**config.mk**
```make
export PLATFORM = sky130hd
export DESIGN_NAME = save_tracker
export DESIGN_NICKNAME = d
export VERILOG_FILES = /design/src/rtl/save_tracker.sv
export SDC_FILE = /design/constraint.sdc
export NUM_CORES = 1
export LEC_CHECK = 0
export BUFFER_PORTS_ARGS = -buffer_cell sky130_fd_sc_hd__buf_2
export CAP_MARGIN = 20
export CORE_AREA = 2 2 39 41
export CTS_BUF_LIST = sky130_fd_sc_hd__clkbuf_4 sky130_fd_sc_hd__clkbuf_8
export DETAILED_ROUTE_END_ITERATION = 10
export DIE_AREA = 0 0 41 43
export HOLD_SLACK_MARGIN = 0.03
export PLACE_DENSITY = 0.53
export REMOVE_ABC_BUFFERS = 1
export SLEW_MARGIN = 15
export SYNTH_ARGS = -nofsm -noshare
export SYNTH_HDL_FRONTEND = slang
export SYNTH_SLANG_ARGS = --single-unit
```
**constraint.sdc**
```tcl
create_clock -name clk_sys -period 1.42 [get_ports clk_sys]
set_input_delay 0.213 -clock clk_sys [delete_from_list [all_inputs] [get_ports clk_sys]]
set_output_delay 0.213 -clock clk_sys [all_outputs]
set_load 0.05 [all_outputs]
```
**src/rtl/save_tracker.sv**
```systemverilog
//////////////////////////////
// Tracks the save image mount, unsaved changes and the
// edges that start a save or a load. A download end pulses
// both starts, which the sequencer runs as a plain load.
//////////////////////////////
`timescale 1ns/100ps

module save_tracker (
	input  logic clk_sys,
	input  logic reset,
	input  logic save_download,
	input  logic img_mounted,
	input  logic img_readonly,
	input  logic bram_we,
	input  logic cart_write,
	input  logic cart_en,
	input  logic bk_load,
	input  logic bk_save,
	input  logic autosave,
	input  logic osd_status,
	input  logic bk_busy,
	output logic bk_ena,
	output logic sav_pending,
	output logic start_load,
	output logic start_save
);

	logic old_download;
	logic old_change;
	logic old_load;
	logic old_save;
	logic old_osd;
	logic bk_change;
	logic download_end;
	logic allow;

	// Cartridge writes only count with the cartridge area enabled
	assign bk_change = bram_we | (cart_write & cart_en);

	always_ff @(posedge clk_sys) begin
		if (reset) begin
			old_download <= 1'b0;
			old_change <= 1'b0;
			old_load <= 1'b0;
			old_save <= 1'b0;
			old_osd <= 1'b0;
			bk_ena <= 1'b0;
			sav_pending <= 1'b0;
		end else begin
			old_download <= save_download;
			old_change <= bk_change;
			old_load <= bk_load;
			old_save <= bk_save;
			old_osd <= osd_status;
			if (~old_download & save_download)
				bk_ena <= 1'b0;
			// Image gets mounted before the download finishes
			if (save_download & img_mounted & ~img_readonly)
				bk_ena <= 1'b1;
			if (~old_change & bk_change)
				sav_pending <= 1'b1;
			else if (bk_busy)
				sav_pending <= 1'b0;
		end
	end

	assign download_end = old_download & ~save_download;
	assign allow = bk_ena & ~bk_busy;

	assign start_load = allow & ((~old_load & bk_load) | download_end);
	assign start_save = allow & ((~old_save & bk_save) | download_end |
		(~old_osd & osd_status & autosave & sav_pending));

endmodule

```
Word level (Yosys, flattened, before mapping). Cells that the tools add are included. Widths: inputs -> output; s select.

Flip-flop bits (word level): 7. Input bits: 13. Output and inout port bits: 4. Word-level logic and storage cells: 39.

Multiplexer cells: 4. Bitwise operators: 26. Reduce and logical (&&, ||, !) cells: 2.

Operators with widths (count): $and 1x1->1 (14); $not 1->1 (8); $mux 1 (4); $or 1x1->1 (4); $reduce_bool 2->1 (2).

Logic depth before layout (Yosys ltp).
Word-level depth: 6. Mapped depth: 3. Gate-level depth less buffers: 3.

Worst setup path before layout. Ideal clock, no wire load.

Path kind: register to output. Start: register sav_pending. End: output port start_save. Arrival: 1686 ps. Required time: 1207 ps. Path slack: -479 ps. Stages on the path, launching flop included: 3. Buffers on the path: 0. Cells stage by stage: dfxtp_1 nand4b_1 a31oi_1.

Longest elaborated chain between the ends: 3.

Ends and longest elaborated chain: start, declared (RTL line 23) `output logic sav_pending,`; start signal, assigned (RTL line 48) `sav_pending <= 1'b0;`; start signal, assigned (RTL line 61) `sav_pending <= 1'b1;`; start signal, assigned (RTL line 63) `sav_pending <= 1'b0;`; $and 1x1->1 (RTL line 72) `(~old_osd & osd_status & autosave & sav_pending));`; $or 1x1->1 (RTL line 71) `assign start_save = allow & ((~old_save & bk_save) | download_end |`; $and 1x1->1 (RTL line 71); end, declared (RTL line 25) `output logic start_save`.

No other way between the ends.

Worst setup path after layout.
Start: register old_load. End: output port start_load.

Longest elaborated chain between the ends: 4.

Ends and longest elaborated chain: start, declared (RTL line 30) `logic old_load;`; start signal, assigned (RTL line 52) `old_load <= bk_load;`; $not 1->1 (RTL line 70) `assign start_load = allow & ((~old_load & bk_load) | download_end);`; $and 1x1->1 (RTL line 70); $or 1x1->1 (RTL line 70); $and 1x1->1 (RTL line 70); end, declared (RTL line 24) `output logic start_load,`.

No other way between the ends.

==> impl_metrics.env <==
export IMPL_reg2reg_depth=2
export IMPL_holdPathEnd="old_change"
export IMPL_skew_ns=0.008349
export IMPL_ctsRootBufferMaster="clkbuf_4"
export IMPL_setup_viol=0
export IMPL_cts_tree="built"
export IMPL_timing_hold_ws_ns=0.1881
export IMPL_ios=17
export IMPL_start_util=0.1808
export IMPL_grt_pass1_vias=232
export IMPL_drt_iter0_drc=5
export IMPL_n_antenna_cell=0
export IMPL_critPathLaunchType="flip-flop"
export IMPL_mostFrequentLayoutCells="15 x buf_2, 7 x dfxtp_1, 4 x clkbuf_4"
export IMPL_ff2ff_setup_slack_ns=0.80
export IMPL_dieArea_mm2=0.001763
export IMPL_clock_sinks=7
export IMPL_wl_um=524
export IMPL_place_area_um2=350.3
export IMPL_finalSetupTns_ns=0
export IMPL_num_nets_final=61
export IMPL_final_hold_viol_count=0
export IMPL_tightest_slew_ns=0.2496
export IMPL_p_total_mw=0.4708
export IMPL_ys_seq_area_frac=0.5600
export IMPL_path_clk_slew_ns=0.06
export IMPL_power_density_mw_per_mm2=1230
export IMPL_drive_above_1_share=0.4255
export IMPL_hold_start="bram_we"
export IMPL_drc_errors=0
export IMPL_end_kind="output port"
export IMPL_grt_max_degree=9
export IMPL_cap_viol_max_count=0
export IMPL_core_area_mm2=0.001384
export IMPL_max_slew_margin=0.8348
export IMPL_numPortBuffers=16
export IMPL_fin_cells=63
export IMPL_fmax_ghz=0.7736
export IMPL_min_period_ns=1.293
export IMPL_synth_area_um2=250.2
export IMPL_synth_seq_cells=7
export IMPL_ir_drop_mv=0.5100
export IMPL_cts_hold_buffers_added=0
export IMPL_multi_input_area_um2=106.4
export IMPL_rsz0062_at_grt="no"
export IMPL_grt_pass1_wl_um=862
export IMPL_maxSlewViolCount=0
export IMPL_drtPass1Iterations=2
export IMPL_leakagePower_nw=0.1818
export IMPL_register_area_um2=140.1
export IMPL_antenna_found_initial=0
export IMPL_netlist_instances=27
export IMPL_hpwl_um=420.1
export IMPL_grt_use_total=0.08056
export IMPL_ys_types=12
export IMPL_via_count=242
export IMPL_syn2layout_area_growth_pct=53.00
export IMPL_die_x_um=41
export IMPL_timing_rr_end="bk_ena"
export IMPL_arrival_ns=1.08
export IMPL_gp_congestion=0.6723
export IMPL_nFillCells=158
export IMPL_crit_type="flip-flop to output port"
export IMPL_cp_max_fo=1
export IMPL_min_period_over_period=0.9103
export IMPL_holdPathStages=3
export IMPL_yosys_warnings=0
export IMPL_clockBufferDepth=2
export IMPL_r2r_start="old_download"
export IMPL_grt_overflow=0
export IMPL_status="finished clean"
export IMPL_vias_per_cell=3.841
export IMPL_htree_num_levels=1
export IMPL_required_ns=1.21
export IMPL_dp_cells=59
export IMPL_row_count=14
export IMPL_syn_area_per_cell_um2=9.268
export IMPL_cts_setup_buffers=0
export IMPL_wl_per_cell_um=8.317
export IMPL_clk_latency_ns=0.25
export IMPL_hold_path_class="input port to flip-flop"
export IMPL_fp_dieH_um=43
export IMPL_ant_nets=0
export IMPL_mostFrequentLayoutCell="buf_2"
export IMPL_numCtsBuffers=3
export IMPL_final_area_um2=382.9
-- how the worst max path moves through the flow --
stage / slack (ns) / start / depth (start not counted) / to
after floorplan: -0.48 / sav_pending / 2 / start_save
after global placement: 0.29 / bk_busy / 4 / start_save
after detailed placement: 0.30 / bk_busy / 4 / start_save
after CTS: 0.02 / sav_pending / 3 / start_save
after global routing: 0.02 / sav_pending / 3 / start_save
final: 0.13 / old_load / 3 / start_load
-- final cells by class --
cell class                      count  area share
Sequential cell                     7      0.3660
Tap cell                           16     0.05229
Multi-Input combinational cell     19      0.2778
Clock buffer                        4     0.07843
Inverter                            1    0.009804
Timing Repair Buffer               16      0.2157
-- report_power, final --
group	internal (mW)	switching (mW)	total (mW)	leakage (nW)
clock	0.126	0.0733	0.200	0.0184
combinational	0.0246	0.0340	0.0586	0.105
sequential	0.208	0.00413	0.213	0.0582
total	0.359	0.111	0.471	0.182
-- synthesized netlist by cell type, drive strengths merged --
| library cell | number | area (um^2) |
|---|---|---|
| nand2 | 2 | 7.510 |
| o21ai | 1 | 5.000 |
| a31oi | 1 | 6.260 |
| dfxtp | 7 | 140.1 |
| inv | 1 | 3.750 |
| o31ai | 1 | 7.510 |
| nand2b | 3 | 18.77 |
| nand3b | 1 | 7.510 |
| nor2 | 3 | 11.26 |
| nand4b | 1 | 8.760 |
| a21oi | 3 | 15.01 |
| nor2b | 3 | 18.77 |
-- state kept, by name, indices dropped and copies added, names as in the netlist --
| signal | cells |
|---|---|
| sav_pending | 1 |
| bk_ena | 1 |
| old_load | 1 |
| old_change | 1 |
| old_osd | 1 |
| old_save | 1 |
| old_download | 1 |
-- worst max-delay path: stages, from the launching register on --
cell and delay, ns:
dfxtp_1 0.29, nand2b_1 0.13, a21oi_1 0.13, buf_2 0.28
-- through the flow --
step                setup slack, ns  utilization
floorplan                   -0.4790            -
global placement             0.2938       0.2532
detailed placement           0.2975       0.2532
CTS                         0.02162       0.2749
global route                0.02311       0.2767
finish                       0.1273       0.2767
-- cells by family after synthesis --
group	after synthesis	share of synthesized area
flip-flops	7	0.5600
AO/OA/AOI/OAI	6	0.1350
buffers and inverters	1	0.01499
AND/OR/NAND/NOR	13	0.2900
-- metal layers --
layer,GRT usage,vias to the layer above,part of all wire
li1,-,132,-
met1,0.08766,96,0.47
met2,0.1000,14,0.39
met3,0.07853,0,0.13
met4,0.04000,0,0
met5,0,-,0
-- timing repair --
action,in CTS,in global routing
hold endpoints to repair,0,0
setup endpoints to repair,0,1
gates resized for setup,0,2
Note: power is estimated with default switching activity, not from simulation.
