**src/rtl/bram_backup_pkg.sv**
```systemverilog
//////////////////////////////
// Widths, sector map and sequencer states shared by the
// backup RAM save and load engine. Files refer to these
// by scoped name.
//////////////////////////////
package bram_backup_pkg;

	//////////////////////////////
	// SD host side
	//////////////////////////////

	// Sector number on the save image
	typedef logic [10:0] lba_t;
	// One SD buffer word, two backup bytes
	typedef logic [15:0] word_t;
	// Word index inside a 512-byte sector
	typedef logic [7:0] word_addr_t;

	//////////////////////////////
	// Byte side
	//////////////////////////////

	typedef logic [7:0] byte_t;
	// Byte index inside a sector
	typedef logic [8:0] byte_addr_t;
	// Console address into the 8 KiB internal RAM
	typedef logic [12:0] bram_addr_t;
	// Cartridge backup address, sector index over byte index
	typedef logic [12:0] cart_addr_t;

	// Sector map of the save image
	localparam int BRAM_SECTORS = 16;
	localparam int CART_SECTORS = 16;
	localparam int CART_FIRST_LBA = 16;

	// Sequencer control states
	typedef enum logic [1:0] {
		IDLE,
		BRAM_XFER,
		CART_SD,
		CART_MOVE
	} seq_state_t;

endpackage

```
**src/rtl/cart_byte_mover.sv**
```systemverilog
//////////////////////////////
// Moves the 512 bytes of one cartridge sector between the
// staging buffer and cartridge memory. move_dir high sends
// buffer to memory, low fetches memory into the buffer.
//////////////////////////////
`timescale 1ns/100ps

module cart_byte_mover (
	input  logic                          clk_sys,
	input  logic                          reset,
	input  logic                          move_start,
	input  logic                          move_dir,
	input  logic [3:0]                    move_sector,
	output logic                          move_done,
	output bram_backup_pkg::byte_addr_t   stage_addr,
	output bram_backup_pkg::byte_t        stage_wdata,
	output logic                          stage_we,
	input  bram_backup_pkg::byte_t        stage_rdata,
	output bram_backup_pkg::cart_addr_t   cart_addr,
	output bram_backup_pkg::byte_t        cart_wdata,
	output logic                          cart_rd,
	output logic                          cart_wr,
	input  bram_backup_pkg::byte_t        cart_rdata,
	input  logic                          cart_busy
);

	bram_backup_pkg::byte_addr_t byte_cnt;
	logic in_flight;
	logic busy_d;
	logic busy_rise;
	logic busy_fall;

	assign busy_rise = cart_busy & ~busy_d;
	assign busy_fall = busy_d & ~cart_busy;

	always_ff @(posedge clk_sys) begin
		if (reset) begin
			byte_cnt <= '0;
			in_flight <= 1'b0;
			move_done <= 1'b0;
			busy_d <= 1'b0;
			cart_rd <= 1'b0;
			cart_wr <= 1'b0;
		end else begin
			busy_d <= cart_busy;
			// Memory took the request
			if (busy_rise) begin
				cart_rd <= 1'b0;
				cart_wr <= 1'b0;
			end
			if (!move_start) begin
				byte_cnt <= '0;
				in_flight <= 1'b0;
				move_done <= 1'b0;
			end else if (!move_done) begin
				if (!in_flight) begin
					in_flight <= 1'b1;
					if (move_dir)
						cart_wr <= 1'b1;
					else
						cart_rd <= 1'b1;
				end else if (busy_fall) begin
					in_flight <= 1'b0;
					if (&byte_cnt)
						move_done <= 1'b1;
					else
						byte_cnt <= byte_cnt + 1'b1;
				end
			end
		end
	end

	// Stage read data settles one cycle before each write request
	assign stage_addr = byte_cnt;
	assign cart_wdata = stage_rdata;
	assign cart_addr = {move_sector, byte_cnt};

	// Fetched byte lands in the buffer at the end of busy
	assign stage_wdata = cart_rdata;
	assign stage_we = move_start & ~move_dir & in_flight & busy_fall;

	a_one_request: assert property (@(posedge clk_sys) disable iff (reset)
		!(cart_rd && cart_wr));

endmodule

```
**config.mk**
```make
export PLATFORM = sky130hd
export DESIGN_NAME = cart_byte_mover
export DESIGN_NICKNAME = d
export VERILOG_FILES = /design/src/rtl/bram_backup_pkg.sv /design/src/rtl/cart_byte_mover.sv
export SDC_FILE = /design/constraint.sdc
export NUM_CORES = 1
export LEC_CHECK = 0
export BUFFER_PORTS_ARGS = -buffer_cell sky130_fd_sc_hd__buf_4
export CAP_MARGIN = 20
export CORE_UTILIZATION = 35
export DETAILED_ROUTE_END_ITERATION = 12
export PLACE_DENSITY = 0.74
export SYNTH_ARGS = -nofsm -noshare
export SYNTH_HDL_FRONTEND = slang
export SYNTH_SLANG_ARGS = --single-unit
```
**constraint.sdc**
```tcl
create_clock -name clk_sys -period 1.8 [get_ports clk_sys]
set_input_delay 0.27 -clock clk_sys [delete_from_list [all_inputs] [get_ports clk_sys]]
set_output_delay 0.27 -clock clk_sys [all_outputs]
set_load 0.01 [all_outputs]
```
# After elaboration in Yosys (flattened, before gate mapping)
# Index checks and enable logic that the tools add are counted.
[classes]
add_sub_neg = 1
multipliers = 0
n_div = 0
n_lt_le_gt_ge = 0
n_eq_ne = 0
shift = 0
n_mux = 16
n_bitwise = 11
n_reduce_logical = 3
[ops]
columns = ["op", "n"]
rows = [
  ["$mux W1", 16],
  ["$add A9 B1 Y9 const B", 1],
  ["$reduce_and A9 Y1", 1],
  ["$not A1 Y1", 6],
  ["$and A1 B1 Y1", 5],
  ["$reduce_and A4 Y1", 1],
  ["$reduce_or A2 Y1", 1],
]
[word_totals]
ff_bits = 14
latch_bits = 0
mem_bits_rw = 0
romBits = 0
input_bits = 25
out_inout_bits = 42
wordCells = 37
memories = 0

# Longest topological paths before layout
[logic_depth]
word_depth = 7
mapped_depth = 8
ltp_nobuf = 7

# Worst setup path before layout
# OpenSTA, ideal clock, no wires.
[synth_path]
path_type = "register to register"
start = "reg byte_cnt[0] (netlist: stage_addr[0])"
end = "reg byte_cnt[2] (netlist: stage_addr[2])"
setup_ns = 0.070
arrival_ns = 1.772
t_required_ns = 1.730
setup_slack_ns = -0.043
stages_incl_launch_ff = 9
n_path_buf = 1
synth_period_minus_slack_ns = 1.843
path_cell_list = "dfxtp_1 > ha_1 > nand3_1 > nor2_1 > ha_1 > or2_1 > buf_6 > or4_1 > a21oi_1"
[synth_between]
elab_chain_cells = 3
elab_cells_between_ends = 4
classes_between = "1 x add/sub; 1 x bitwise; 2 x reduce/logical"
[synth_lines]
columns = ["item", "line_no", "source"]
rows = [
  ["start: declaration", "cart_byte_mover.sv:27", "bram_backup_pkg::byte_addr_t byte_cnt;"],
  ["start signal: assignment", "cart_byte_mover.sv:67", "byte_cnt <= byte_cnt + 1'b1;"],
  ["branches (longest 3 deep; another with $add A9 B1 Y9)", "--", ""],
]
# Parallel ways; which one is timed is not known.
# A chain may end at the register's enable or synchronous reset.

# Worst setup path in the final report
[layout_path]
start = "reg byte_cnt[1] (netlist: stage_addr[1])"
end = "reg byte_cnt[2] (netlist: stage_addr[2])"
# Same word-level chain as after synthesis.

==> summary.txt <==
outcome -> finished clean
Logic pwr share -> 5.6%
Row Count -> 17
Slew Limit Headroom -> 66.6%
met2 usage -> 27.2%
Non-Filler Instances -> 139
TritonCTS clock tree -> done
Die Wd -> 52.5 µm
antenna diode count -> 0
fin area -> 1050 µm²
fin. max-slew vios -> 0
fill cell count -> 244
Placed Area -> 942 µm²
setup TNS -> 0 ns
Yosys warning total -> 0
Reg power frac -> 54.5%
sw frac -> 22.4%
DRT Pass-1 Iters -> 4
initial antenna violation count -> 0
grt ovf -> 0
Pleak -> 0.417 nW
Die ar. -> 2750 µm²
CTS Root Cell -> clkbuf_4
final net count -> 139
worst slew pin tran -> 0.499 ns
crit path max fanout -> 8
Worst-Skew Late Latency -> 0.29 ns
total of max-cap violations -> 0
post-layout util -> 45.6%
clock share of power -> 39.9%
P_sw -> 131 µW
pre-CTS WS -> -0.0524 ns
crit end category -> flip-flop
Internal Power -> 454 µW
Crit path arrival time -> 1.97 ns
crit path buf inv count -> 0
Pwr Total -> 584 µW
met3 Use GR -> 3.19%
CP Cell Sequence -> ha_4, nand3_2, nor2_2, ha_2, or2_4, or4_4, a21oi_2
Top Usage Layer GRT -> met2
post-route clock skew -> 0.0117 ns
H-Tree Depth -> 1
Final Hold Slack -> 0.151 ns
placed instance count -> 133
CP required -> 2.03 ns
CTS Buf Count -> 3
Worst VDD drop -> 0.439 mV
period utilisation layout -> 97.0%
I/O pin total -> 67
WL final -> 1950 µm
Cell variety after synth -> 27
final setup margin -> 0.0540 ns
Hold Vio Cnt, Final -> 0
Clk pin slew, worst setup/hold paths -> 0.10 ns
fmax -> 573 MHz
RePlAce Congestion -> 0.779
RSZ-0062 raised after global routing -> false
met1 usage -> 15.3%
PD cells -> 557 nW/µm²
Synthesized Nets -> 131
pin count of the biggest net entering global routing -> 15
layout cells sized above 1 -> 46.8%
Detailed Route Iter0 Violations -> 7
CP Class -> reg -> reg
register area share after synthesis -> 31.4%
Hold WC Path Type -> in -> reg
Avg Inst Size Synth -> 8.58 µm²
vias in the first global route -> 697
flip-flop and latch count after synthesis -> 14
drt wl/cell -> 14.0 µm
dpl hpwl -> 1440 µm
# DRC -> 0
Die H -> 52.5 µm
initial core utilization -> 38.8%
Avg Vias per Cell -> 5.47
crit path max-delay cell type -> or4_4
Largest delay share family, worst path -> simple AND/OR/NAND/NOR gates
clock sinks -> 14
gr usage total -> 14.5%
area grow syn2layout -> 17.5%
Post-Syn Instances -> 104
core box area -> 2300 µm²
via count -> 761
final setup fails -> 0
first-pass GRT wire length -> 2990 µm
ANT nets after route -> 0
maximum clock path buffer count -> 2
IO buf count -> 26
CP peak stage delay -> 0.42 ns
clock period minus worst slack -> 1.75 ns
crit start category -> flip-flop
Netlist Area Pre-Place -> 892 µm²
final cells by class:
| class | count | area [µm²] | share of cell area, % |
|---|---|---|---|
| clock buffer | 4 | 36.3 | 3.46 |
| inverter | 3 | 11.3 | 1.07 |
| multi-input combinational | 55 | 420 | 40.1 |
| sequential | 14 | 283 | 27.0 |
| tap | 28 | 35.0 | 3.34 |
| timing repair buffer | 35 | 263 | 25.1 |
path summary, 6_finish.rpt:
path | start | to | slack (ns) | cells past startpoint
max | stage_addr[1]$_SDFFE_PP0P_ | stage_addr[2]$_SDFFE_PP0P_ | 0.05 | 7
min | reset | cart_rd$_SDFF_PP0_ | 0.15 | 2
max reg2reg | stage_addr[1]$_SDFFE_PP0P_ | stage_addr[2]$_SDFFE_PP0P_ | 0.05 | 7
min reg2reg | cart_wr$_SDFF_PP0_ | cart_wr$_SDFF_PP0_ | 0.52 | 2
synthesized netlist by cell type:
cell type / instances / area share, %
mux2i_1: 1 / 1.1
buf_4: 29 / 24
ha_1: 2 / 2.8
a32oi_1: 2 / 2.0
nor2_1: 7 / 2.9
or2_1: 1 / 0.70
and4bb_2: 1 / 1.4
nand2_1: 1 / 0.42
and3b_1: 1 / 0.98
inv_1: 3 / 1.3
o31ai_1: 4 / 3.4
or4_1: 3 / 2.5
nand3_1: 6 / 3.4
o41ai_1: 2 / 2.0
nor2b_1: 1 / 0.70
o21ai_0: 3 / 1.7
nand2b_1: 2 / 1.4
clkbuf_1: 2 / 0.84
dfxtp_1: 14 / 31
nand4_1: 1 / 0.70
or3_1: 1 / 0.70
buf_6: 1 / 1.3
and4b_1: 1 / 1.1
nand4bb_1: 3 / 3.8
nand3b_1: 1 / 0.84
and3_1: 1 / 0.70
a21oi_1: 10 / 5.6
worst register-to-register path: stages (launching register included):
cell and delay [ns]:
dfxtp_2 0.35, ha_4 0.17, nand3_2 0.07, nor2_2 0.04, ha_2 0.21, or2_4 0.29, or4_4 0.42, a21oi_2 0.13
power groups by stage:
stage                     Sequential [mW]  Combinational (mW)  Clock, mW
after floorplan                     0.326              0.0602          0
after global placement              0.325              0.0311          0
after detailed placement            0.326              0.0321          0
after CTS                           0.319              0.0322      0.240
after global routing                0.319              0.0358      0.249
final                               0.318              0.0325      0.233
cell usage in the layout (no fill, tap or decap), types with 2 or more instances in the layout:
master,synthesis,layout
buf_4,29,35
dfxtp_1,14,12
a21oi_1,10,8
nor2_1,7,6
nand3_1,6,5
o31ai_1,4,4
inv_1,3,3
o21ai_0,3,3
clkbuf_4,0,3
o41ai_1,2,2
nand4bb_1,3,2
nand2b_1,2,2
a32oi_1,2,2
or4_4,0,2
a21oi_2,0,2
dfxtp_2,0,2
metal layers:
layer  vias up  routed length [µm]
met3         8                 124
li1        359                   -
met4         0                  39
met5         -                   0
met2        30                1010
met1       364                 779
logic make-up after synthesis:
group | share of synthesized area [%]
multiplexers | 1.12
adder cells (fa/ha/maj) | 2.80
AND/OR/NAND/NOR | 22.3
flip-flops | 31.4
AO/OA/AOI/OAI | 14.6
buffers and inverters | 27.8
flip-flops by register name, indices dropped and copies added (netlist names):
name	cells
busy_d	1
cart_rd	1
cart_wr	1
in_flight	1
move_done	1
stage_addr	9
repair_timing:
action                                  in CTS  in global routing
setup buffers                                0                  2
gates resized for setup                      3                  8
cloned                                       0                  0
pin swaps                                    0                  4
hold buffers                                 0                  0
endpoints found under the setup margin       4                  4
Power figures use the tool's default switching activity.
