### config.mk
export PLATFORM = sky130hd
export DESIGN_NAME = backup_sequencer
export DESIGN_NICKNAME = d
export VERILOG_FILES = /design/src/rtl/bram_backup_pkg.sv /design/src/rtl/backup_sequencer.sv
export SDC_FILE = /design/constraint.sdc
export NUM_CORES = 1
export LEC_CHECK = 0
export BUFFER_PORTS_ARGS = -buffer_cell sky130_fd_sc_hd__buf_4
export CAP_MARGIN = 20
export CORE_MARGIN = 3
export CORE_UTILIZATION = 40
export CTS_BUF_LIST = sky130_fd_sc_hd__clkbuf_16
export DETAILED_ROUTE_END_ITERATION = 16
export PLACE_DENSITY = 0.72
export SLEW_MARGIN = 20
export SYNTH_ARGS = -nofsm -noshare
export SYNTH_HDL_FRONTEND = slang
export SYNTH_SLANG_ARGS = --single-unit
### constraint.sdc
create_clock -name clk_sys -period 6 [get_ports clk_sys]
set_input_delay 1.2 -clock clk_sys [delete_from_list [all_inputs] [get_ports clk_sys]]
set_output_delay 1.2 -clock clk_sys [all_outputs]
set_load 0.02 [all_outputs]
### src/rtl/bram_backup_pkg.sv
//////////////////////////////
// Widths, sector map and sequencer states shared by the
// backup RAM save and load engine. Files refer to these
// by scoped name.
//////////////////////////////
package bram_backup_pkg;

	//////////////////////////////
	// SD host side
	//////////////////////////////

	// Sector number on the save image
	typedef logic [10:0] lba_t;
	// One SD buffer word, two backup bytes
	typedef logic [15:0] word_t;
	// Word index inside a 512-byte sector
	typedef logic [7:0] word_addr_t;

	//////////////////////////////
	// Byte side
	//////////////////////////////

	typedef logic [7:0] byte_t;
	// Byte index inside a sector
	typedef logic [8:0] byte_addr_t;
	// Console address into the 8 KiB internal RAM
	typedef logic [12:0] bram_addr_t;
	// Cartridge backup address, sector index over byte index
	typedef logic [12:0] cart_addr_t;

	// Sector map of the save image
	localparam int BRAM_SECTORS = 16;
	localparam int CART_SECTORS = 16;
	localparam int CART_FIRST_LBA = 16;

	// Sequencer control states
	typedef enum logic [1:0] {
		IDLE,
		BRAM_XFER,
		CART_SD,
		CART_MOVE
	} seq_state_t;

endpackage

### src/rtl/backup_sequencer.sv
//////////////////////////////
// Save/load control. Internal RAM goes straight through the
// SD buffer, cartridge sectors go through the staging buffer
// and the byte mover one sector at a time.
//////////////////////////////
`timescale 1ns/100ps

module backup_sequencer (
	input  logic                    clk_sys,
	input  logic                    reset,
	input  logic                    start_load,
	input  logic                    start_save,
	input  logic                    cart_en,
	output bram_backup_pkg::lba_t   sd_lba,
	output logic                    sd_rd,
	output logic                    sd_wr,
	input  logic                    sd_ack,
	output logic                    move_start,
	output logic                    move_dir,
	output logic [3:0]              move_sector,
	input  logic                    move_done,
	output logic                    bk_busy,
	output logic                    bk_reload
);

	localparam bram_backup_pkg::lba_t BRAM_LAST =
		bram_backup_pkg::lba_t'(bram_backup_pkg::BRAM_SECTORS - 1);
	localparam bram_backup_pkg::lba_t CART_LAST = bram_backup_pkg::lba_t'(
		bram_backup_pkg::CART_FIRST_LBA + bram_backup_pkg::CART_SECTORS - 1);

	bram_backup_pkg::seq_state_t state;
	logic loading;
	logic old_ack;
	logic ack_rise;
	logic ack_fall;

	assign ack_rise = ~old_ack & sd_ack;
	// Sector finished on the SD side
	assign ack_fall = old_ack & ~sd_ack;

	always_ff @(posedge clk_sys) begin
		if (reset) begin
			state <= bram_backup_pkg::IDLE;
			sd_lba <= '0;
			sd_rd <= 1'b0;
			sd_wr <= 1'b0;
			loading <= 1'b0;
			bk_reload <= 1'b0;
			old_ack <= 1'b0;
			move_start <= 1'b0;
			move_dir <= 1'b0;
		end else begin
			old_ack <= sd_ack;
			if (ack_rise) begin
				sd_rd <= 1'b0;
				sd_wr <= 1'b0;
			end

			case (state)
				bram_backup_pkg::IDLE: begin
					sd_lba <= '0;
					move_start <= 1'b0;
					bk_reload <= 1'b0;
					if (start_load | start_save) begin
						state <= bram_backup_pkg::BRAM_XFER;
						loading <= start_load;
						// Both starts together come from a finished download
						bk_reload <= start_load & ~start_save;
						sd_rd <= start_load;
						sd_wr <= ~start_load;
					end
				end

				bram_backup_pkg::BRAM_XFER: begin
					if (ack_fall) begin
						sd_lba <= sd_lba + 1'b1;
						if (sd_lba != BRAM_LAST) begin
							sd_rd <= loading;
							sd_wr <= ~loading;
						end else if (!cart_en) begin
							state <= bram_backup_pkg::IDLE;
						end else if (loading) begin
							state <= bram_backup_pkg::CART_SD;
							sd_rd <= 1'b1;
						end else begin
							// Fetch the first cartridge sector before writing it
							state <= bram_backup_pkg::CART_MOVE;
							move_start <= 1'b1;
							move_dir <= 1'b0;
						end
					end
				end

				bram_backup_pkg::CART_SD: begin
					if (ack_fall) begin
						if (loading) begin
							state <= bram_backup_pkg::CART_MOVE;
							move_start <= 1'b1;
							move_dir <= 1'b1;
						end else begin
							sd_lba <= sd_lba + 1'b1;
							if (sd_lba == CART_LAST) begin
								state <= bram_backup_pkg::IDLE;
							end else begin
								state <= bram_backup_pkg::CART_MOVE;
								move_start <= 1'b1;
								move_dir <= 1'b0;
							end
						end
					end
				end

				bram_backup_pkg::CART_MOVE: begin
					if (move_done) begin
						move_start <= 1'b0;
						if (!loading) begin
							state <= bram_backup_pkg::CART_SD;
							sd_wr <= 1'b1;
						end else begin
							sd_lba <= sd_lba + 1'b1;
							if (sd_lba == CART_LAST) begin
								state <= bram_backup_pkg::IDLE;
							end else begin
								state <= bram_backup_pkg::CART_SD;
								sd_rd <= 1'b1;
							end
						end
					end
				end

				default: state <= bram_backup_pkg::IDLE;
			endcase
		end
	end

	assign bk_busy = (state != bram_backup_pkg::IDLE);
	// Cartridge sector index relative to the first cartridge LBA
	assign move_sector = 4'(sd_lba - bram_backup_pkg::lba_t'(bram_backup_pkg::CART_FIRST_LBA));

	a_one_sd_request: assert property (@(posedge clk_sys) disable iff (reset)
		!(sd_rd && sd_wr));

endmodule

# After elaboration in Yosys (flattened, before gate mapping)

Index checks and enable logic that the tools add are counted.

Multiplexer cells: 53
Equal/unequal tests: 15
Reduce and logical (&&, ||, !) cells: 8
Bitwise operators: 9
Add/sub/neg operators: 2

Operators by type and width:

| cell                                                                   | count |
|---|---|
| 11-bit two-way mux                                                     | 5 |
| 11-bit one-hot mux with 4 select lines                                 | 1 |
| 1-bit two-way mux                                                      | 32 |
| 2-bit two-way mux                                                      | 10 |
| 2-bit != test, second input constant                                   | 9 |
| 7-bit AND reduction                                                    | 2 |
| 11-bit by 1-bit adder with 11-bit output, second input constant        | 1 |
| 11-bit by 5-bit equality test with 1-bit output, second input constant | 1 |
| 11-bit by 4-bit != test with 1-bit output, second input constant       | 1 |
| 5-bit AND reduction                                                    | 2 |
| 2-bit one-hot mux with 4 select lines                                  | 1 |
| 1-bit one-hot mux with 3 select lines                                  | 2 |
| 1-bit NOT                                                              | 5 |
| 2-bit equality test, second input constant                             | 2 |
| 1-bit one-hot mux with 4 select lines                                  | 1 |
| 2-bit nonzero test                                                     | 2 |
| 4-bit by 1-bit subtractor with 4-bit output, second input constant     | 1 |
| 1-bit bitwise AND                                                      | 3 |
| 3-bit != test, second input constant                                   | 1 |
| 2-bit by 1-bit equality test with 1-bit output, second input constant  | 1 |
| 2-bit zero test                                                        | 1 |
| 1-bit one-hot mux with 2 select lines                                  | 1 |
| 2-bit AND reduction                                                    | 1 |
| 1-bit bitwise OR                                                       | 1 |

Bits of input ports: 7
Register bits: 20
Output and inout port bits: 21

# Logic depth before layout (Yosys ltp)

Gate-level depths: netlist (run 1).

Depth after elaboration: 8
Mapped depth: 8
Mapped depth without buffers: 6

# Worst setup path before layout (run 1)

No wires, ideal clock.

Path kind: input port to flip-flop
From: in sd_ack
To: reg sd_lba[9]
Buffers on the path: 2
Slack: 3.579 ns
Arrival time: 2.355 ns
Stages: 6
Data required time: 5.934 ns
Cells stage by stage: nor2b_1 > buf_2 > o2111ai_2 > buf_6 > or4_4 > a21oi_2

Word-level cells in the longest chain between the ends: 4
Elaborated cells on any way between the ends: 5
Those cells by class: 2 x eq/ne; 2 x bitwise; 1 x reduce/logical

Ends and longest elaborated chain:

| element                         | RTL line                | source |
|---|---|---|
| start: declaration              | backup_sequencer.sv:17  | `input logic sd_ack,` |
| 1-bit NOT *                     | backup_sequencer.sv:39  | `assign ack_fall = old_ack & ~sd_ack;` |
| 1-bit bitwise AND *             | backup_sequencer.sv:39  |  |
| 2-bit != test (no line)         | n/a                     |  |
| 5-bit AND reduction (no line) * | n/a                     |  |
| end signal: assignment          | backup_sequencer.sv:76  | `sd_lba <= sd_lba + 1'b1;` |
| end signal: assignment          | backup_sequencer.sv:101 | `sd_lba <= sd_lba + 1'b1;` |
| end signal: assignment          | backup_sequencer.sv:120 | `sd_lba <= sd_lba + 1'b1;` |
| end: declaration                | backup_sequencer.sv:14  | `output bram_backup_pkg::lba_t sd_lba,` |

Mark *: on every way between the ends. The rest lies on a longest branch, timed or not.
A chain may end at the register's enable or synchronous reset.

# Worst setup path after layout (run 1)

From: in sd_ack
To: reg sd_lba[3]

The elaborated chain is that of the path after synthesis.

==> results of run 1 <==
-- per-stage QoR --
stage | utilization | cell area [µm²] | instances
floorplan | - | 1260 | 152
global placement | 0.505 | 1450 | 212
detailed placement | 0.505 | 1450 | 212
CTS | 0.541 | 1560 | 216
global route | 0.541 | 1560 | 216
finish | 0.541 | 1560 | 216
-- power by group --
group          internal, mW  switching (mW)
clock                 0.133          0.0548
combinational        0.0806           0.128
sequential            0.150          0.0192
-- tightest hold or removal path, cell delays in order (launching register included) --
cell and delay [ns]:
dfxtp_1 0.31, nand2_1 0.05, mux2i_1 0.05
-- cell families (layout without fill, tap and decap cells) --
family | count (synthesis) | in the layout
compound gates | 43 | 43
buf+inv | 17 | 39
simple gates | 61 | 61
flops | 20 | 20
xor+xnor | 2 | 2
fa+ha+maj | 5 | 5
mux | 4 | 4
-- per-layer routing --
metal	vias to the layer above	wire (µm)
met3	14	252
met2	62	1530
met1	587	1380
li1	606	-
met5	-	0
met4	0	57
-- worst paths after layout --
kind | endpoint | start | slack [ns]
worst min register to register | move_start | move_start | 0.46
worst min-delay path | move_start | move_start | 0.46
worst max register to register | sd_lba[3] | state[0] | 3.65
worst max-delay path | sd_lba[3] | sd_ack | 3.10
-- sequential cells by signal (all words and copies together), names as in the netlist --
signal / cells
state: 2
bk_reload: 1
old_ack: 1
move_start: 1
move_dir: 1
sd_wr: 1
loading: 1
sd_rd: 1
sd_lba: 11
-- cells in the final DEF, fill, tap and decap left out, types with 3 or more instances in the layout --
| cell | Yosys | routed |
|---|---|---|
| a21oi_1 | 12 | 12 |
| buf_4 | 4 | 27 |
| clkbuf_16 | 0 | 3 |
| dfxtp_1 | 20 | 20 |
| ha_1 | 5 | 5 |
| inv_1 | 8 | 8 |
| mux2i_1 | 3 | 3 |
| nand2_1 | 14 | 14 |
| nand3_1 | 6 | 6 |
| nand4_1 | 3 | 3 |
| nor2_1 | 9 | 9 |
| nor2b_1 | 5 | 5 |
| nor3_1 | 3 | 3 |
| nor4_1 | 3 | 3 |
| o21ai_0 | 8 | 7 |
| o31ai_1 | 4 | 4 |
| or4_1 | 4 | 4 |
-- cell type report --
| type | count | area, µm² |
|---|---|---|
| sequential | 20 | 400 |
| clock buffer | 3 | 75.1 |
| timing repair buffer | 27 | 203 |
| clock inverter | 1 | 30.0 |
| multi-input combinational | 115 | 766 |
| tap | 42 | 52.6 |
| fill | 276 | 1320 |
| inverter | 8 | 30.0 |
==> results.md, run 1 <==
* Status: completed
* ANT cells at 0
* Post-CTS Repair Setup Buffers at 0
* Sink Count at 20
* First-pass GRT wire length at 5590 µm
* Sequential share of the synthesized area at 0.317
* Yosys warns at 0
* Initial Util at 0.439
* Grt ovf at 0
* Drt first pass iters at 8
* Synth Area in Simple Gates at 0.264
* Clock-pin slew on the worst setup and hold paths at 0.06 ns
* Synth Instances at 152
* Xor-xnor portion of the synthesized cell area at 0.0139
* Vias per inst at 5.88
* Slowest stage delay, CP at 0.77 ns
* Critical Path Fanout Max at 11
* # rows at 19
* Number of cells on the critical path at 5
* Port buffer count at 27
* Most frequent cell after synthesis: dfxtp_1
* CP Capture Type: register
* Nets at 187
* Syn Area/Cell at 8.31 µm²
* Die height at 62.2 µm
* Dpl ws at 2.85 ns
* Clk root buf: clkbuf_16
* Largest net degree at the start of global routing at 13
* Routed wire length at 3220 µm
* Vias post-DR at 1,269
* Synth top area cells: dfxtp_1 32%, ha_1 5.0%, a21oi_1 4.8%, nand2_1 4.2%, o21ai_0 3.2%
* Worst Max-Slew Pin Slew at 0.863 ns
* Full die area at 3870 µm²
* H-tree levels at 1
* Top FF cell, synth: dfxtp_1
* Max-Cap Viols at 0
* Met3 Use GR at 0.0505
* CP Launch Type: input port
* Post-detail-place hpwl at 2340 µm
* I/O Pins at 28
* Post_cts resized at 0
* Vias in the first global route at 1,246
* Number of enable flip-flop cells after synthesis at 0
* Most frequent cells after synthesis: 20 x dfxtp_1, 14 x nand2_1, 12 x a21oi_1
* CTS Hold Bufs at 0
* CP Class: in -> reg
* Placer's final routability congestion estimate at 0.986
* Slew margin rel. at 0.421
* Crit path DAT at 3.00 ns
* Crit path max-delay family: compound AO/OA/AOI/OAI gates
* Remaining routing DRC violations at 0
* Clock Path Buffers at 2
* R2R depth at 6
* Setup TNS at 0 ns
* Mapped Nets at 164
* Synthesized-area fraction occupied by adder cells at 0.0495
* Hold Crit Depth at 2
* Final slew viol count at 0
* Initial DRC count at 73
* Min-Delay Path Class: reg -> reg
* Fin Hold WS at 0.458 ns
* Initial antenna violation count at 0
* Flip-flop and latch count after synthesis at 20
* Total GRT Usage at 0.171
* Area share of the largest cell type after synthesis at 0.317
* Fmax at 0.345 GHz
* Post-synthesis cell type count at 45
* Final hold vios at 0
* Most used routing layer: met2
* Area growth syn-to-layout at 23.2%
* Die W at 62.2 µm
* Final setup violation count at 0
* WL per Instance at 14.9 µm
* Syn Std Cell Area at 1260 µm²
* RSZ-0062 raised after global routing: false
* GRT met1 Usage at 0.199
* Async set-reset flop share out of synthesis at 0
* Leading area contributor after synthesis: dfxtp_1
* Worst vdd ir at 0.000194 V
* Total CTS buffers at 3
* WP data required at 6.10 ns
* Largest family of logic cells by synthesized area: simple AND/OR/NAND/NOR gates
* Antenna Nets Post-Route at 0
* Period Utilization, post-route at 0.484
* Crit path buffers/inverters at 1
* Crit-path slowest cell: o21ai_1
* Clock Latency Late Sink at 0.26 ns
* Fraction of layout cells with a size suffix above 1 at 0.241
* Post-route setup slack at 3.10 ns
* Met2 Use GR at 0.298
* Mux contribution to synthesized area at 0.0416
* CP cell instances: buf_4 > nor2b_1 > o211ai_1 > o21ai_1 > a21oi_1
* CTS tree: built
* LEAKAGE at 0.614 nW
* Post-synthesis compound-gate area fraction at 0.237
* Core area at 2880 µm²
* Final min period at 2.90 ns
* Setup clock skew after layout at 0.00231 ns
* Design Power at 0.566 mW
* Power Dens Cells at 363 nW/µm²
No activity file was read; power rests on OpenSTA's default activity.
==> run 2, diff against run 1 <==
Clock period 6 ns to 2.9 ns, I/O delays scaled along.
==> run 2 against run 1 <==
Critical path depth is 1 higher. Sequential cell count stayed put. Power is 110% higher. Combinational power is 110% higher. First-iteration DRC count is 8.2% higher. Sequential share of layout area is 0.12 points lower. Via count is 1.1% lower. Worst hold slack better by 0.0010 ns. Final cell count is 0.46% higher. Critical endpoint is now sd_lba[8]. Register-to-register slack worse by 2.9 ns. Global-route usage is 0.37 points lower. Sequential power is 110% higher.
==> results.md, run 2 (synthesized netlist as in run 1, its figures left out) <==
* Vias per inst at 5.78
* Die W at 62.2 µm
* Total CTS buffers at 3
* Crit path DAT at 2.34 ns
* Fmax at 0.463 GHz
* Final setup violation count at 0
* CTS tree: built
* Slew margin rel. at 0.612
* RSZ-0062 raised after global routing: false
* Fraction of layout cells with a size suffix above 1 at 0.246
* Critical Path Fanout Max at 12
* Worst Max-Slew Pin Slew at 0.581 ns
* Largest net degree at the start of global routing at 13
* Biggest regs: sd_lba (11), state (2)
* CP Launch Type: register
* Grt ovf at 0
* Post-detail-place hpwl at 2390 µm
* CTS Hold Bufs at 0
* Min-Delay Path Class: reg -> reg
* Initial DRC count at 79
* Post-CTS Repair Setup Buffers at 0
* Area growth syn-to-layout at 23.8%
* Initial antenna violation count at 0
* Most flops, register: sd_lba
* I/O Pins at 28
* Commonest non-fill, non-tap cell in the layout: buf_4
* Vias in the first global route at 1,243
* WP data required at 3.08 ns
* Sink Count at 20
* Storage element area at 400 µm²
* Antenna Nets Post-Route at 0
* Most frequent cells in the layout: 28 x buf_4, 20 x dfxtp_1, 14 x nand2_1
* Remaining routing DRC violations at 0
* H-tree levels at 1
* ANT cells at 0
* Clk root buf: clkbuf_16
* Worst vdd ir at 0.000349 V
* Vias post-DR at 1,255
* Max-Cap Viols at 0
* Clock-pin slew on the worst setup and hold paths at 0.06 ns
* Clock Path Buffers at 2
* CP Capture Type: register
* Multi-input gate area at 766 µm²
* Nets at 188
* CP Class: reg -> reg
* Clock Latency Late Sink at 0.25 ns
* Post_cts resized at 0
* Full die area at 3870 µm²
* Placer's final routability congestion estimate at 0.953
* Status: completed
* # rows at 19
* Power Dens Cells at 748 nW/µm²
* Period Utilization, post-route at 0.745
* Final slew viol count at 0
* First-pass GRT wire length at 5450 µm
* Final min period at 2.16 ns
* Drt first pass iters at 4
* Initial Util at 0.439
* Final core occ at 0.544
* Final hold vios at 0
* LEAKAGE at 0.618 nW
* WL per Instance at 14.6 µm
* Port buffer count at 27
* Setup clock skew after layout at 0.00262 ns
* Setup TNS at 0 ns
* Max reg flops at 11
* Core area at 2880 µm²
* Fillers at 275
* Routed wire length at 3160 µm
* Total GRT Usage at 0.167
* Die height at 62.2 µm
* Design Power at 1.17 mW
[run 2: cell count changes in the layout (fill, tap and decap cells not counted), sizes merged]
cell  previous run  this run
buf             27        28
[run 2: routing by layer]
| layer | track usage | part of all wire |
|---|---|---|
| met1 | 0.206 | 0.44 |
| met2 | 0.286 | 0.48 |
| met3 | 0.0306 | 0.063 |
| met4 | 0.0691 | 0.0089 |
| met5 | 0 | 0 |
[run 2: final timing paths]
check	startpoint	endpoint	slack, ns	cells past startpoint
worst max-delay path	state[0]	sd_lba[8]	0.74	6
worst min-delay path	move_start	move_start	0.46	2
worst max register to register	state[0]	sd_lba[8]	0.74	6
worst min register to register	move_start	move_start	0.46	2
[run 2: layout make-up]
| cell class | instances | share of cell area |
|---|---|---|
| Tap cell | 42 | 0.0336 |
| Inverter | 8 | 0.0192 |
| Sequential cell | 20 | 0.256 |
| Timing Repair Buffer | 28 | 0.134 |
| Clock inverter | 1 | 0.0192 |
| Clock buffer | 3 | 0.0480 |
| Multi-Input combinational cell | 115 | 0.490 |
[run 2: stage by stage]
step	instances	setup slack [ns]	instance area, µm²	hold WS, ns
floorplan	152	0.985	1260	0.503
global placement	213	0.689	1460	0.449
detailed placement	213	0.571	1460	0.457
CTS	217	0.749	1560	0.465
global route	217	0.564	1560	0.505
finish	217	0.738	1560	0.459
[run 2: report_power, final]
group	switching (mW)	total, mW	leakage [nW]	internal [mW]
Combinational	0.263	0.435	0.405	0.173
Sequential	0.0406	0.351	0.163	0.311
Clock	0.109	0.383	0.0511	0.274
Total	0.412	1.17	0.618	0.758
[run 2: critical path, cell delays in order, from the launching register on]
cell and delay, ns:
dfxtp_1 0.35, inv_1 0.09, ha_1 0.32, nor2_1 0.28, o2111ai_2 0.29, or4_1 0.58, a21oi_1 0.17
==> run 3, diff against run 2 <==
Settings changed: PLACE_DENSITY 0.72 to 0.74.
Clock period 2.9 ns to 1.87 ns, I/O delays scaled along.
==> run 3 against run 2 <==
Sequential power up 52%. Sequential cell count unchanged. Non-clock buffer count up 20. Register-to-register slack worse by 0.68 ns. Routed wire length up 15%. Combinational power up 100%. Worst setup slack worse by 0.68 ns. Critical path depth up 1. Die area unchanged. Via count up 9.3%. Power up 58%. Critical endpoint is now sd_lba[4].
==> results.md, run 3 (synthesized netlist as in run 1, its figures left out) <==
* Status: completed
* Final cell count without fillers at 237
* Crit path DAT at 1.99 ns
* Worst Max-Slew Pin Slew at 0.510 ns
* Crit path buffers/inverters at 2
* Worst vdd ir at 0.000684 V
* Final slew viol count at 0
* Reg2reg start: state[1]
* Hold Crit Endpoint: loading
* CTS tree: built
* Final min period at 1.81 ns
* R2R depth at 7
* Total GRT Usage at 0.184
* # rows at 19
* Max-Cap Viols at 0
* Grt ovf at 0
* Die height at 62.2 µm
* Hold Crit Depth at 2
* Initial DRC count at 66
* Clock Path Buffers at 2
* Vias post-DR at 1,372
* Full die area at 3870 µm²
* WL per Instance at 15.4 µm
* Placed cell count at 229
* Period Utilization, post-route at 0.968
* CP cell instances: inv_1 > ha_1 > nor2_4 > buf_4 > o211ai_1 > or3_1 > a21oi_1
* Remaining routing DRC violations at 0
* CP Capture Type: register
* Total CTS buffers at 3
* Max reg flops at 11
* Crit Reg-Reg Endpoint: sd_lba[4]
* First-pass GRT wire length at 6060 µm
* Clk root buf: clkbuf_16
* Port buffer count at 27
* CTS Hold Bufs at 0
* Vias in the first global route at 1,387
* Placer's final routability congestion estimate at 0.972
* Min-delay src: reset
* Initial antenna violation count at 0
* Biggest regs: sd_lba (11), state (2)
* R2r setup slk at 0.06 ns
* Sink Count at 20
* CP Launch Type: register
* Min-Delay Path Class: in -> reg
* Antenna Nets Post-Route at 0
* Setup clock skew after layout at 0.00167 ns
* Power Dens Cells at 1030 nW/µm²
* RSZ-0062 raised after global routing: true
* Core area at 2880 µm²
* Nets at 209
* Clock Latency Late Sink at 0.25 ns
* Critical Path Fanout Max at 5
* Initial Util at 0.439
* Largest net degree at the start of global routing at 12
* Final setup violation count at 0
* Die W at 62.2 µm
* H-tree levels at 1
* Slowest stage delay, CP at 0.40 ns
* Most flops, register: sd_lba
* Most frequent cells in the layout: 48 x buf_4, 18 x dfxtp_1, 14 x nand2_1
* Routed wire length at 3640 µm
* Crit path max-delay family: simple AND/OR/NAND/NOR gates
* Area growth syn-to-layout at 42.4%
* Slew margin rel. at 0.657
* ANT cells at 0
* LEAKAGE at 0.712 nW
* Clock-pin slew on the worst setup and hold paths at 0.05 ns
* I/O Pins at 28
* Drt first pass iters at 4
* Fmax at 0.552 GHz
* CP Class: reg -> reg
* Final hold vios at 0
* WP data required at 2.05 ns
* Vias per inst at 5.79
* Commonest non-fill, non-tap cell in the layout: buf_4
* Crit-path slowest cell: or3_1
* Post-detail-place hpwl at 2540 µm
* Final core occ at 0.625
* Fraction of layout cells with a size suffix above 1 at 0.395
## run 3: what timing repair did
item                                    CTS  global route
pin swaps                                 1             4
endpoints found under the setup margin    8            17
cloned                                    1             0
setup buffers                             3             1
gates resized for setup                   6            14
## run 3: worst max path at each step
stage	from	to	slack, ns	depth (start not counted)
4_1_cts	sd_lba[8]	move_start	0.0003	4
3_5_place_dp	state[0]	move_dir	-0.13	6
5_1_grt	state[1]	sd_lba[4]	-0.04	7
3_3_place_gp	state[0]	move_dir	-0.09	6
6_report	state[1]	sd_lba[4]	0.06	7
2_1_floorplan	state[0]	sd_lba[9]	-0.004	8
## run 3: per-layer routing
layer / share of wire / vias up / wire (µm) / global-route usage
li1: - / 653 / - / -
met1: 0.42 / 666 / 1520 / 0.222
met2: 0.52 / 47 / 1910 / 0.335
met3: 0.051 / 6 / 187 / 0.0288
met4: 0.0077 / 0 / 28 / 0.0552
met5: 0 / - / 0 / 0
## run 3: area by class of cell
class / instances / area, µm²
flip-flops and latches: 20 / 403
fillers: 244 / 1080
inverters: 8 / 30.0
well taps: 42 / 52.6
multi-input cells: 116 / 878
repair buffers: 48 / 360
clock buffers: 3 / 75.1
## run 3: power breakdown
group | switching [mW] | internal, mW | total, mW
sequential | 0.0475 | 0.485 | 0.533
clock | 0.150 | 0.282 | 0.431
combinational | 0.507 | 0.375 | 0.882
## run 3: worst register-to-register path, stage by stage, from the launching register on
cell	delay (ns)
dfxtp_2	0.38
inv_1	0.09
ha_1	0.24
nor2_4	0.19
buf_4	0.15
o211ai_1	0.15
or3_1	0.40
a21oi_1	0.14
## run 3: stage by stage
stage	hold WS (ns)	total power, mW	setup TNS [ns]	setup WS, ns	area, µm²
finish	0.353	1.85	0	0.0594	1800
global route	0.367	1.95	-0.290	-0.0431	1800
CTS	0.351	1.80	0	0.000261	1730
detailed placement	0.457	1.33	-0.569	-0.133	1580
global placement	0.444	1.31	-0.113	-0.0866	1580
floorplan	0.443	1.04	-0.00430	-0.00430	1270
